### src/include/frame_read_config.svh
`ifndef FRAME_READ_CONFIG_SVH
`define FRAME_READ_CONFIG_SVH

// word address width, the memory holds 2**FR_ADDR_WIDTH words
`define FR_ADDR_WIDTH 8

// width of one memory word
`define FR_DATA_WIDTH 16

// width of the zero-based beat count of a request
`define FR_ARLENW_WIDTH 8

// address step between consecutive beats of a burst
`define FR_STRIDE 2

// log2 of the depth of both reader FIFOs
`define FR_FIFO_ADDR_SIZE 3

// free-entry margins below which a FIFO reports almost full
`define FR_META_AFULL_BUF 2
`define FR_RES_AFULL_BUF 4

`endif
### src/logic/frame_read_pkg.sv
`default_nettype none

`include "frame_read_config.svh"

package frame_read_pkg;

  // the memory never reports an error, so every response carries this code
  localparam logic [1:0] RESP_OKAY = 2'b00;

  // one burst request from the caller, arlenw is zero based
  typedef struct packed {
    logic [`FR_ADDR_WIDTH-1:0]   araddr;
    logic [`FR_ARLENW_WIDTH-1:0] arlenw;
  } rd_req_t;

  // one beat handed back to the caller
  typedef struct packed {
    logic [`FR_DATA_WIDTH-1:0] rdata;
    logic [1:0]                rresp;
    logic                      rlast;
  } rd_beat_t;

  // response of the word memory to one single-beat read
  typedef struct packed {
    logic [`FR_DATA_WIDTH-1:0] rdata;
    logic [1:0]                rresp;
  } mem_r_t;

  // word waiting in the result FIFO together with its last flag
  typedef struct packed {
    logic                      rlast;
    logic [`FR_DATA_WIDTH-1:0] rdata;
  } res_entry_t;

endpackage

`default_nettype wire

### src/logic/frame_read_top.sv
`timescale 1ns/1ps
`default_nettype none

`include "frame_read_config.svh"

// strided line reader in front of its word memory
module frame_read_top (
  input  logic                      axi_clk,
  input  logic                      axi_resetn,
  input  frame_read_pkg::rd_req_t   req,
  input  logic                      req_valid,
  output logic                      req_ready,
  output frame_read_pkg::rd_beat_t  beat,
  output logic                      beat_valid,
  input  logic                      beat_ready,
  input  logic                      wr_en,
  input  logic [`FR_ADDR_WIDTH-1:0] wr_addr,
  input  logic [`FR_DATA_WIDTH-1:0] wr_data
);

  import frame_read_pkg::*;

  // reader to memory channel
  logic [`FR_ADDR_WIDTH-1:0] mem_araddr;
  logic                      mem_arvalid;
  logic                      mem_arready;
  mem_r_t                    mem_r;
  logic                      mem_rvalid;
  logic                      mem_rready;

  axi_read_words axi_read_words_i (
    .axi_clk     (axi_clk),
    .axi_resetn  (axi_resetn),
    .req         (req),
    .req_valid   (req_valid),
    .req_ready   (req_ready),
    .beat        (beat),
    .beat_valid  (beat_valid),
    .beat_ready  (beat_ready),
    .mem_araddr  (mem_araddr),
    .mem_arvalid (mem_arvalid),
    .mem_arready (mem_arready),
    .mem_r       (mem_r),
    .mem_rvalid  (mem_rvalid),
    .mem_rready  (mem_rready)
  );

  // the load port goes straight to the memory
  word_sram word_sram_i (
    .axi_clk    (axi_clk),
    .axi_resetn (axi_resetn),
    .wr_en      (wr_en),
    .wr_addr    (wr_addr),
    .wr_data    (wr_data),
    .araddr     (mem_araddr),
    .arvalid    (mem_arvalid),
    .arready    (mem_arready),
    .r          (mem_r),
    .rvalid     (mem_rvalid),
    .rready     (mem_rready)
  );

endmodule

`default_nettype wire

### src/logic/word_sram.sv
`timescale 1ns/1ps
`default_nettype none

`include "frame_read_config.svh"

// on-chip word memory with a one-cycle write port and a single-beat read channel
module word_sram (
  input  logic                      axi_clk,
  input  logic                      axi_resetn,
  input  logic                      wr_en,
  input  logic [`FR_ADDR_WIDTH-1:0] wr_addr,
  input  logic [`FR_DATA_WIDTH-1:0] wr_data,
  input  logic [`FR_ADDR_WIDTH-1:0] araddr,
  input  logic                      arvalid,
  output logic                      arready,
  output frame_read_pkg::mem_r_t    r,
  output logic                      rvalid,
  input  logic                      rready
);

  import frame_read_pkg::*;

  localparam int WORDS = 1 << `FR_ADDR_WIDTH;

  logic [`FR_DATA_WIDTH-1:0] mem [WORDS];

  logic rd_accept;

  // a new read fits when the held response is gone or leaves this cycle
  assign arready   = !rvalid || rready;
  assign rd_accept = arvalid && arready;

  always_ff @(posedge axi_clk) begin
    if (wr_en) begin
      mem[wr_addr] <= wr_data;
    end
  end

  // registered read, the word shows up one cycle after the address is taken
  always_ff @(posedge axi_clk) begin
    if (rd_accept) begin
      r <= '{rdata: mem[araddr], rresp: RESP_OKAY};
    end
  end

  always_ff @(posedge axi_clk) begin
    if (!axi_resetn) begin
      rvalid <= 1'b0;
    end else if (rd_accept) begin
      rvalid <= 1'b1;
    end else if (rready) begin
      rvalid <= 1'b0;
    end
  end

endmodule

`default_nettype wire

### src/logic/axi_read_words.sv
`timescale 1ns/1ps
`default_nettype none

`include "frame_read_config.svh"

// turns one strided burst request into single-beat memory reads
// beat k reads address araddr + k*FR_STRIDE, wrapping modulo the address space
// since the address is the only thing tracked, a burst should stay under the
// number of beats at which the address would come back to its start
module axi_read_words (
  input  logic                        axi_clk,
  input  logic                        axi_resetn,
  input  frame_read_pkg::rd_req_t     req,
  input  logic                        req_valid,
  output logic                        req_ready,
  output frame_read_pkg::rd_beat_t    beat,
  output logic                        beat_valid,
  input  logic                        beat_ready,
  output logic [`FR_ADDR_WIDTH-1:0]   mem_araddr,
  output logic                        mem_arvalid,
  input  logic                        mem_arready,
  input  frame_read_pkg::mem_r_t      mem_r,
  input  logic                        mem_rvalid,
  output logic                        mem_rready
);

  import frame_read_pkg::*;

  localparam int AW = `FR_ADDR_WIDTH;

  typedef enum logic [1:0] {
    IDLE          = 2'b00,
    INIT_BURST    = 2'b01,
    READING_BEATS = 2'b10,
    FINISH_BURST  = 2'b11
  } state_t;

  state_t state;
  state_t next_state;

  // handshake events
  logic burst_start;
  logic beat_read_start;
  logic beat_read_accepted;
  logic beat_read_done;
  logic burst_done;

  // address walk
  logic [AW-1:0] req_max_addr;
  logic [AW-1:0] max_addr_q;
  logic [AW-1:0] addr_max_val;
  logic [AW-1:0] addr;
  logic          addr_last;
  logic          addr_done;

  // FIFO side
  logic       meta_afull;
  logic       meta_last;
  res_entry_t res_w_data;
  logic       res_afull;
  logic       res_r_inc;
  res_entry_t res_r_data;
  logic       res_r_empty;

  // a new read may go out when the address slot is free or frees this cycle
  logic issue_slot;
  logic fifo_room;

  assign burst_start        = (state == IDLE) && req_valid && req_ready;
  assign beat_read_accepted = mem_arvalid && mem_arready;
  assign beat_read_done     = mem_rvalid && mem_rready;
  assign issue_slot         = !mem_arvalid || beat_read_accepted;
  assign fifo_room          = !meta_afull && !res_afull;

  // the result FIFO keeps enough margin for every read in flight
  assign mem_rready = 1'b1;

  always_comb begin
    next_state      = state;
    beat_read_start = 1'b0;
    case (state)
      IDLE: begin
        if (burst_start) begin
          next_state = INIT_BURST;
        end
      end
      // the iterator holds the start address now, both FIFOs are empty
      INIT_BURST: begin
        beat_read_start = 1'b1;
        next_state      = READING_BEATS;
      end
      READING_BEATS: begin
        if (!addr_done) begin
          beat_read_start = issue_slot && fifo_room;
        end else if (issue_slot) begin
          next_state = FINISH_BURST;
        end
      end
      // wait until the caller takes the beat flagged last
      FINISH_BURST: begin
        if (burst_done) begin
          next_state = IDLE;
        end
      end
      default: begin
        next_state = IDLE;
      end
    endcase
  end

  // req_ready follows the idle state one register behind next_state
  always_ff @(posedge axi_clk) begin
    if (!axi_resetn) begin
      state     <= IDLE;
      req_ready <= 1'b0;
    end else begin
      state     <= next_state;
      req_ready <= (next_state == IDLE);
    end
  end

  // final address of the burst, modulo the address space
  assign req_max_addr = req.araddr + AW'(`FR_STRIDE) * AW'(req.arlenw);

  // the caller may change req once accepted, so the end address is kept here
  always_ff @(posedge axi_clk) begin
    if (burst_start) begin
      max_addr_q <= req_max_addr;
    end
  end

  assign addr_max_val = burst_start ? req_max_addr : max_addr_q;

  iter #(
    .WIDTH   (AW),
    .INC_VAL (`FR_STRIDE)
  ) addr_iter_i (
    .axi_clk  (axi_clk),
    .init     (burst_start),
    .init_val (req.araddr),
    .max_val  (addr_max_val),
    .inc      (beat_read_start),
    .val      (addr),
    .last     (addr_last)
  );

  // set once the read for the final address has been launched
  always_ff @(posedge axi_clk) begin
    if (!axi_resetn) begin
      addr_done <= 1'b0;
    end else if (burst_start) begin
      addr_done <= 1'b0;
    end else if (beat_read_start && addr_last) begin
      addr_done <= 1'b1;
    end
  end

  // address channel towards the memory
  always_ff @(posedge axi_clk) begin
    if (!axi_resetn) begin
      mem_arvalid <= 1'b0;
    end else if (beat_read_start) begin
      mem_arvalid <= 1'b1;
    end else if (beat_read_accepted) begin
      mem_arvalid <= 1'b0;
    end
  end

  always_ff @(posedge axi_clk) begin
    if (beat_read_start) begin
      mem_araddr <= addr;
    end
  end

  // one last flag per launched read, popped when its word comes back
  sync_fifo #(
    .T               (logic),
    .ADDR_SIZE       (`FR_FIFO_ADDR_SIZE),
    .ALMOST_FULL_BUF (`FR_META_AFULL_BUF)
  ) meta_fifo_i (
    .axi_clk       (axi_clk),
    .axi_resetn    (axi_resetn),
    .w_inc         (beat_read_start),
    .w_data        (addr_last),
    .w_full        (),
    .w_almost_full (meta_afull),
    .r_inc         (beat_read_done),
    .r_data        (meta_last),
    .r_empty       ()
  );

  assign res_w_data = '{rlast: meta_last, rdata: mem_r.rdata};

  sync_fifo #(
    .T               (res_entry_t),
    .ADDR_SIZE       (`FR_FIFO_ADDR_SIZE),
    .ALMOST_FULL_BUF (`FR_RES_AFULL_BUF)
  ) res_fifo_i (
    .axi_clk       (axi_clk),
    .axi_resetn    (axi_resetn),
    .w_inc         (beat_read_done),
    .w_data        (res_w_data),
    .w_full        (),
    .w_almost_full (res_afull),
    .r_inc         (res_r_inc),
    .r_data        (res_r_data),
    .r_empty       (res_r_empty)
  );

  // beat_valid only rises while the FIFO holds data, so the head is the beat
  assign res_r_inc  = beat_valid && beat_ready;
  assign burst_done = res_r_inc && res_r_data.rlast;

  assign beat = '{rdata: res_r_data.rdata, rresp: RESP_OKAY, rlast: res_r_data.rlast};

  // the clear after each transfer wins, which leaves a one cycle bubble
  always_ff @(posedge axi_clk) begin
    if (!axi_resetn) begin
      beat_valid <= 1'b0;
    end else begin
      if (!res_r_empty) begin
        beat_valid <= 1'b1;
      end
      if (res_r_inc) begin
        beat_valid <= 1'b0;
      end
    end
  end

endmodule

`default_nettype wire

### src/logic/sync_fifo.sv
`timescale 1ns/1ps
`default_nettype none

// single clock FIFO, any packed payload type
// the head entry is visible on r_data whenever the FIFO is not empty
module sync_fifo #(
  parameter type T               = logic,
  parameter int  ADDR_SIZE       = 3,
  parameter int  ALMOST_FULL_BUF = 2
) (
  input  logic axi_clk,
  input  logic axi_resetn,
  input  logic w_inc,
  input  T     w_data,
  output logic w_full,
  output logic w_almost_full,
  input  logic r_inc,
  output T     r_data,
  output logic r_empty
);

  localparam int DEPTH = 1 << ADDR_SIZE;

  T mem [DEPTH];

  // pointers carry one extra wrap bit to tell full from empty
  logic [ADDR_SIZE:0] w_ptr;
  logic [ADDR_SIZE:0] r_ptr;
  logic [ADDR_SIZE:0] fill;

  assign fill    = w_ptr - r_ptr;
  assign r_empty = (w_ptr == r_ptr);
  assign w_full  = (w_ptr[ADDR_SIZE] != r_ptr[ADDR_SIZE]) &&
                   (w_ptr[ADDR_SIZE-1:0] == r_ptr[ADDR_SIZE-1:0]);

  // fewer than ALMOST_FULL_BUF free slots left
  assign w_almost_full = (int'(fill) + ALMOST_FULL_BUF) > DEPTH;

  assign r_data = mem[r_ptr[ADDR_SIZE-1:0]];

  // a push onto a full FIFO is dropped, as is a pop from an empty one
  always_ff @(posedge axi_clk) begin
    if (!axi_resetn) begin
      w_ptr <= '0;
      r_ptr <= '0;
    end else begin
      if (w_inc && !w_full) begin
        w_ptr <= w_ptr + 1'b1;
      end
      if (r_inc && !r_empty) begin
        r_ptr <= r_ptr + 1'b1;
      end
    end
  end

  // the slot at the tail pointer takes the payload of every accepted push
  always_ff @(posedge axi_clk) begin
    if (w_inc && !w_full) begin
      mem[w_ptr[ADDR_SIZE-1:0]] <= w_data;
    end
  end

endmodule

`default_nettype wire

### src/logic/iter.sv
`timescale 1ns/1ps
`default_nettype none

// loadable counter that walks from init_val in steps of INC_VAL
// last tells whether the value now held equals max_val
module iter #(
  parameter int WIDTH   = 8,
  parameter int INC_VAL = 1
) (
  input  logic             axi_clk,
  input  logic             init,
  input  logic [WIDTH-1:0] init_val,
  input  logic [WIDTH-1:0] max_val,
  input  logic             inc,
  output logic [WIDTH-1:0] val,
  output logic             last
);

  // the step wraps around modulo 2**WIDTH
  logic [WIDTH-1:0] next_val;

  assign next_val = val + WIDTH'(INC_VAL);

  // last is registered with the value so both always describe the same address
  always_ff @(posedge axi_clk) begin
    if (init) begin
      val  <= init_val;
      last <= (init_val == max_val);
    end else if (inc) begin
      val  <= next_val;
      last <= (next_val == max_val);
    end
  end

endmodule

`default_nettype wire

### config.mk
export PLATFORM = sky130hd
export DESIGN_NAME = frame_read_top
export DESIGN_NICKNAME = d
export VERILOG_FILES = /design/src/logic/frame_read_pkg.sv /design/src/logic/frame_read_top.sv /design/src/logic/word_sram.sv /design/src/logic/axi_read_words.sv /design/src/logic/sync_fifo.sv /design/src/logic/iter.sv
export VERILOG_INCLUDE_DIRS = /design/src /design/src/include
export SDC_FILE = /design/constraint.sdc
export NUM_CORES = 2
export LEC_CHECK = 0
export BUFFER_PORTS_ARGS = -buffer_cell sky130_fd_sc_hd__buf_2
export CORE_ASPECT_RATIO = 0.9
export CORE_MARGIN = 8
export CORE_UTILIZATION = 61
export DETAILED_ROUTE_END_ITERATION = 7
export PLACE_DENSITY = 0.76
export SETUP_SLACK_MARGIN = 0.02
export SLEW_MARGIN = 25
export SYNTH_ARGS = -nofsm -noshare
export SYNTH_HDL_FRONTEND = slang
export SYNTH_MEMORY_MAX_BITS = 65536
export SYNTH_SLANG_ARGS = --single-unit
### constraint.sdc
create_clock -name axi_clk -period 3.35 [get_ports axi_clk]
set_input_delay 0.335 -clock axi_clk [delete_from_list [all_inputs] [get_ports axi_clk]]
set_output_delay 0.335 -clock axi_clk [all_outputs]
set_load 0.01 [all_outputs]
## After elaboration in Yosys (flattened, before gate mapping)

Memory sizes are Yosys's and may differ from the RTL's. A register that Yosys moved wholly into a read port is not among the register bits.
Index checks and enable logic that the tools add are counted.

| word-level totals | value |
|---|---|
| output and inout port bits | 21 |
| memories | 3 |
| ROM bits | 0 |
| bits in registers | 48 |
| latch bits | 0 |
| bits in writable memories | 4240 |

| cells by class | value |
|---|---|
| order comparisons | 2 |
| eq/ne operators | 11 |
| divide/modulo/power cells | 0 |
| add/subtract/negate cells | 10 |
| reduce and logical (&&, ||, !) cells | 23 |
| shifts and indexed selects | 0 |
| $mul | 0 |
| mux-type cells | 23 |
| bitwise operators | 1 |

Memories:

| memory | words | width | read ports | clocked after Yosys merged registers in | write ports | line | text |
|---|---|---|---|---|---|---|---|
| word_sram_i.mem | 256 | 16 | 1 | 1 | 1 | word_sram.sv:25 | `` logic [`FR_DATA_WIDTH-1:0] mem [WORDS]; `` |
| axi_read_words_i.res_fifo_i.mem | 8 | 17 | 1 | 1 | 1 | sync_fifo.sv:24 | `T mem [DEPTH];` |
| axi_read_words_i.meta_fifo_i.mem | 8 | 1 | 1 | 1 | 1 | sync_fifo.sv:24 |  |

Operators by type and width:

| operator | count |
|---|---|
| 8-bit two-way mux | 3 |
| 4-bit by 1-bit adder with 4-bit output, second input constant | 4 |
| 8-bit equality test | 2 |
| 1-bit logical AND | 12 |
| 3-bit two-way mux | 4 |
| 1-bit two-way mux | 11 |
| 5-bit by 4-bit greater-than comparator with 1-bit output, second input constant | 2 |
| 8-bit by 2-bit adder with 8-bit output, second input constant | 1 |
| 8-bit adder | 1 |
| 4-bit equality test | 2 |
| 2-bit one-hot mux with 4 select lines | 1 |
| 4-bit subtractor | 2 |
| 3-bit equality test | 2 |
| 1-bit zero test | 6 |
| 2-bit two-way mux | 3 |
| 4-bit by 2-bit adder with 5-bit output, second input constant | 1 |
| 4-bit by 3-bit adder with 5-bit output, second input constant | 1 |
| 2-bit equality test, second input constant | 2 |
| 2-bit zero test | 2 |
| 2-bit OR reduction | 2 |
| 2-bit by 1-bit equality test with 1-bit output, second input constant | 1 |
| 1-bit != test | 2 |
| 1-bit one-hot mux with 2 select lines | 1 |
| 2-bit nonzero test | 1 |
| 1-bit inverter | 1 |

## Longest topological paths before layout

| depth | value |
|---|---|
| word-level depth | 10 |
| depth in mapped cells | 13 |
| mapped depth without buffers | 13 |

## By module

Synthesis repeated with hierarchy kept, for this count alone.

| unflattened totals | value |
|---|---|
| cells, all modules | 7898 |
| area, all modules | 167567.0 um^2 |

Modules (own cells, without submodules):

| module | area each (um^2) | instances | cells an instance |
|---|---|---|---|
| word_sram | 158997.5 | 1 | 7381 |
| sync_fifo (axi_read_words_i.res_fifo_i) | 5831.8 | 1 | 268 |
| axi_read_words | 1133.6 | 1 | 101 |
| sync_fifo (axi_read_words_i.meta_fifo_i) | 983.4 | 1 | 84 |
| iter | 620.6 | 1 | 64 |

## Worst setup path after synthesis

Ideal clock, no wire load.

| timing path | value |
|---|---|
| kind | register to register |
| start | register axi_read_words_i.meta_fifo_i.w_ptr[0] |
| end | memory axi_read_words_i.meta_fifo_i.mem[0] in the netlist's numbering (enable) |
| clock period less this slack | 3.092 ns |
| path buffers | 0 |
| setup time | 0.313 ns |
| setup slack | 0.258 ns |
| cell stages (with the launch flop) | 14 |
| required time | 3.037 ns |
| arrival | 2.780 ns |
| cells stage by stage | dfxtp_1 -> inv_1 -> ha_1 -> inv_1 -> fa_1 -> xor2_1 -> ha_1 -> nand3b_1 -> o21bai_1 -> a211oi_1 -> o31a_1 -> inv_1 -> nand3_1 -> nor3_1 |

| on the way | value |
|---|---|
| cells in the longest elaborated chain, start to end | 10 |
| elaborated cells between the ends (all ways) | 13 |

RTL lines:

| what | line | text |
|---|---|---|
| start, declared | sync_fifo.sv:27 | `logic [ADDR_SIZE:0] w_ptr;` |
| start signal, assigned | sync_fifo.sv:48 | `w_ptr <= w_ptr + 1'b1;` |
| 4-bit subtractor | sync_fifo.sv:31 | `assign fill = w_ptr - r_ptr;` |
| 4-bit by 2-bit adder with 5-bit output | sync_fifo.sv:37 | `assign w_almost_full = (int'(fill) + ALMOST_FULL_BUF) > DEPTH;` |
| 5-bit by 4-bit greater-than comparator with 1-bit output | sync_fifo.sv:37 |  |
| 1-bit zero test | axi_read_words.sv:73 | `assign fifo_room = !meta_afull && !res_afull;` |
| 1-bit logical AND | axi_read_words.sv:73 |  |
| 1-bit two-way mux | axi_read_words.sv:93 | `if (!addr_done) begin` |
| 1-bit one-hot mux with 2 select lines | axi_read_words.sv:81 | `case (state)` |
| net axi_read_words_i.addr_iter_i.inc | iter.sv:14 | `input logic inc,` |
| 1-bit logical AND | sync_fifo.sv:58 | `if (w_inc && !w_full) begin` |
| 1-bit two-way mux | sync_fifo.sv:58 |  |
| 1-bit two-way mux (not written as such) | sync_fifo.sv:59 | `mem[w_ptr[ADDR_SIZE-1:0]] <= w_data;` |
| end, declared | sync_fifo.sv:24 |  |

The timed path passes the listed nets, and every way through them passes these cells.

==> flow_metrics.env <==
export IMPL_htree_num_levels=5
export IMPL_dieArea_sq_um=288000
export IMPL_cp_start_kind="register"
export IMPL_holdPathStages=1
export IMPL_cp_end_kind="register"
export IMPL_rrSetupSlack_ns=-0.05
export IMPL_synth_ff_type="edfxtp_1"
export IMPL_fin_ws_ns=-0.0507
export IMPL_grt_pass1_vias=85900
export IMPL_r2r_end="word_sram_i.r[3]"
export IMPL_drive_above_1_share_pct=28.8
export IMPL_crit_type="reg2reg"
export IMPL_drv_slew=0
export IMPL_fmax_mhz=294
export IMPL_clockRootBuffer="clkbuf_16"
export IMPL_vias=86700
export IMPL_ys_async_sr_fraction_pct=0
export IMPL_ys_top_cells_by_area="edfxtp_1 (78%), mux4_2 (12%), mux2i_1 (3.3%)"
export IMPL_hold_end="word_sram_i.mem[146][6]"
export IMPL_crit_arrival_ns=4.13
export IMPL_synth_common_cells="edfxtp_1 (4273), mux4_2 (852), mux2i_1 (550)"
export IMPL_post_route_period_util_pct=102
export IMPL_report_final_setup_viol=4
export IMPL_ys_ff_latch=4310
export IMPL_synth_top_cell_by_area="edfxtp_1"
export IMPL_rows=181
export IMPL_powerDensity_nw_per_um2=566
export IMPL_tightest_slew_ns=1.12
export IMPL_total_leakage_power_nw=61.7
export IMPL_insertion_delay_ns=0.93
export IMPL_hold_start="wr_data[6]"
export IMPL_violations="setup timing"
export IMPL_firstDrtPassIters=8
export IMPL_clkTransAtPathRegs_ns=0.07
export IMPL_maxSlewHeadroom_pct=25.2
export IMPL_routedWlPerCell_microns=35.1
export IMPL_post_synth_top_count_cell="edfxtp_1"
export IMPL_hold_class="in2reg"
export IMPL_r2r_cells=12
export IMPL_syn_area_per_cell_sq_um=21.7
export IMPL_grt_setup_unrepaired="true"
export IMPL_die_y_microns=510
export IMPL_design_core_area_sq_um=270000
export IMPL_antenna_left=0
export IMPL_crit_required_ns=4.08
export IMPL_fin_crit_ns=3.40
export IMPL_syn_cell_area_sq_um=165000
export IMPL_nets=8599
export IMPL_start_util_pct=61.2
export IMPL_io_pins=66
export IMPL_port_buffer_count=62
export IMPL_hpwl_mm=247
export IMPL_fin_skew_ns=0.0532
export IMPL_grt_usage_pct=29.3
export IMPL_finalHoldViolCount=0
export IMPL_cts_path_max_buffers=4
export IMPL_finalSetupTns_ns=-0.129
export IMPL_maxCapViolCount=0
export IMPL_final_util_pct=70.6
export IMPL_synthCells=7611
export IMPL_cp_max_fo=35
export IMPL_peakVddDrop_uv=590
export IMPL_dieWidth_microns=564
export IMPL_ys_seq_area_share_pct=78.1
export IMPL_routed_wl_mm=437
export IMPL_synth_cell_types=66
export IMPL_grt_pass1_wl_mm=608
export IMPL_ys_warn_count=0
export IMPL_syn2layout_area_growth_pct=15.3
export IMPL_synth_top_area_share_pct=77.7
export IMPL_worstReg2RegStart="axi_read_words_i.mem_araddr[1]"
export IMPL_vias_per_cell=6.98
export IMPL_status="finished with violations"
export IMPL_place_congestion=0.876
export IMPL_power_mw=108
export IMPL_grt_max_degree=151
export IMPL_drc_errors=0
export IMPL_cts_tree="done"
export IMPL_cts_sinks=4310
export IMPL_synth_enable_flop_cells=4273
export IMPL_cts_inserted_buffers=404
export IMPL_antenna_found_initial=16
export IMPL_gr_total_overflow=0
export IMPL_drtIter0Drc=13400
[power breakdown]
part / total (mW) / internal [mW] / switching [mW]
combinational: 3.01 / 0.970 / 2.05
sequential: 59.5 / 59.4 / 0.0759
clock: 45.2 / 25.4 / 19.8
[per-layer routing]
layer	wire, microns	part of all wire, %	global-route usage [%]
met1	155000	36	40.5
met2	206000	47	45.8
met3	54900	13	6.85
met5	7	0.0016	0
met4	20600	4.7	12.4
[flip-flops by register name, summed over array words and instances (netlist names), named ones only]
| register | count |
|---|---|
| axi_read_words_i.addr_done | 1 |
| axi_read_words_i.addr_iter_i.last | 1 |
| axi_read_words_i.addr_iter_i.val | 8 |
| axi_read_words_i.beat_valid | 1 |
| axi_read_words_i.max_addr_q | 8 |
| axi_read_words_i.mem_araddr | 8 |
| axi_read_words_i.mem_arvalid | 1 |
| axi_read_words_i.meta_fifo_i.mem | 8 |
| axi_read_words_i.meta_fifo_i.r_ptr | 4 |
| axi_read_words_i.meta_fifo_i.w_ptr | 4 |
| axi_read_words_i.req_ready | 1 |
| axi_read_words_i.res_fifo_i.mem | 136 |
| axi_read_words_i.res_fifo_i.r_ptr | 4 |
| axi_read_words_i.res_fifo_i.w_ptr | 4 |
| axi_read_words_i.state | 2 |
| word_sram_i.mem | 4096 |
| word_sram_i.r | 16 |
| word_sram_i.rvalid | 1 |
[how the worst max path moves through the flow]
stage	slack (ns)	endpoint	start
2_1_floorplan	0.26	axi_read_words_i.meta_fifo_i.mem[0]	axi_read_words_i.meta_fifo_i.w_ptr[0]
3_3_place_gp	-0.40	word_sram_i.r[12]	axi_read_words_i.mem_araddr[0]
3_5_place_dp	-0.42	word_sram_i.r[12]	axi_read_words_i.mem_araddr[0]
4_1_cts	-0.008	word_sram_i.r[12]	axi_read_words_i.mem_araddr[0]
5_1_grt	-0.09	word_sram_i.r[11]	axi_read_words_i.mem_araddr[0]
6_report	-0.05	word_sram_i.r[3]	axi_read_words_i.mem_araddr[1]
[cells by family after synthesis]
group	synth area share, %
other	0.00227
and+or+nand+nor	1.83
DFF	78.1
muxes	15.1
AOI/OAI and AO/OA	3.06
buffers and inverters	1.52
adders and majority gates	0.203
xor gates and xnor gates	0.138
[layout make-up]
type	instances	area, sq um
Clock inverter	239	2270
Fill cell	14800	79400
Tap cell	3568	4460
Multi-Input combinational cell	2847	34700
Sequential cell	4310	129000
Timing Repair Buffer	950	9110
Inverter	16	60.1
Antenna cell	17	42.5
Clock buffer	487	10600
[critical path, stage by stage, from the launching register on]
cell and delay, ns:
edfxtp_1 0.43, buf_12 0.20, or3_4 0.46, buf_12 0.19
buf_4 0.28, o22ai_1 0.20, nor4_2 0.09, buf_4 0.16
a31oi_1 0.18, buf_4 0.22, nand4_1 0.27, buf_4 0.25
a211oi_2 0.14
[cell usage in the layout (no fill, tap or decap), drive strengths merged, types with 4 or more instances in the layout]
master / synthesis / final
edfxtp: 4273 / 4273
buf: 243 / 905
mux4: 852 / 852
mux2i: 550 / 550
clkbuf: 196 / 499
nor2: 360 / 360
o22ai: 290 / 290
clkinv: 2 / 174
a22oi: 112 / 112
a22o: 96 / 96
nor4: 65 / 65
nor3: 56 / 56
a31oi: 50 / 50
nand2: 47 / 47
a21oi: 41 / 41
dfxtp: 37 / 37
bufinv: 0 / 36
o211ai: 32 / 32
a221oi: 32 / 32
dlygate4sd3: 0 / 31
nand4: 30 / 30
o21ai: 30 / 30
inv: 14 / 28
nand3: 26 / 26
a211oi: 23 / 23
mux2: 22 / 22
ha: 22 / 22
diode: 0 / 17
nand2b: 17 / 17
clkinvlp: 0 / 17
nor2b: 15 / 15
xnor2: 13 / 13
xor2: 13 / 13
and2: 8 / 8
nand3b: 4 / 4
nand4b: 4 / 4
[timing repair]
item / CTS / global route
buffers inserted: 9 / 46
gates cloned: 4 / 9
endpoints found under the setup margin: 15 / 32
endpoints found under the hold margin: 550 / 59
pin swaps: 7 / 26
hold buffers: 29 / 2
resized for setup: 77 / 131
[metrics by stage]
step	hold WS [ns]	setup WS [ns]	area, sq um	instances
3_3_place_gp	0.440	-0.402	175000	11600
5_1_grt	0.0130	-0.0870	190000	12400
2_1_floorplan	0.429	0.258	165000	7612
4_1_cts	0.00231	-0.00762	189000	12400
3_5_place_dp	0.452	-0.425	175000	11600
6_report	0.0343	-0.0507	190000	12400
No activity file was read; power rests on OpenSTA's default activity.
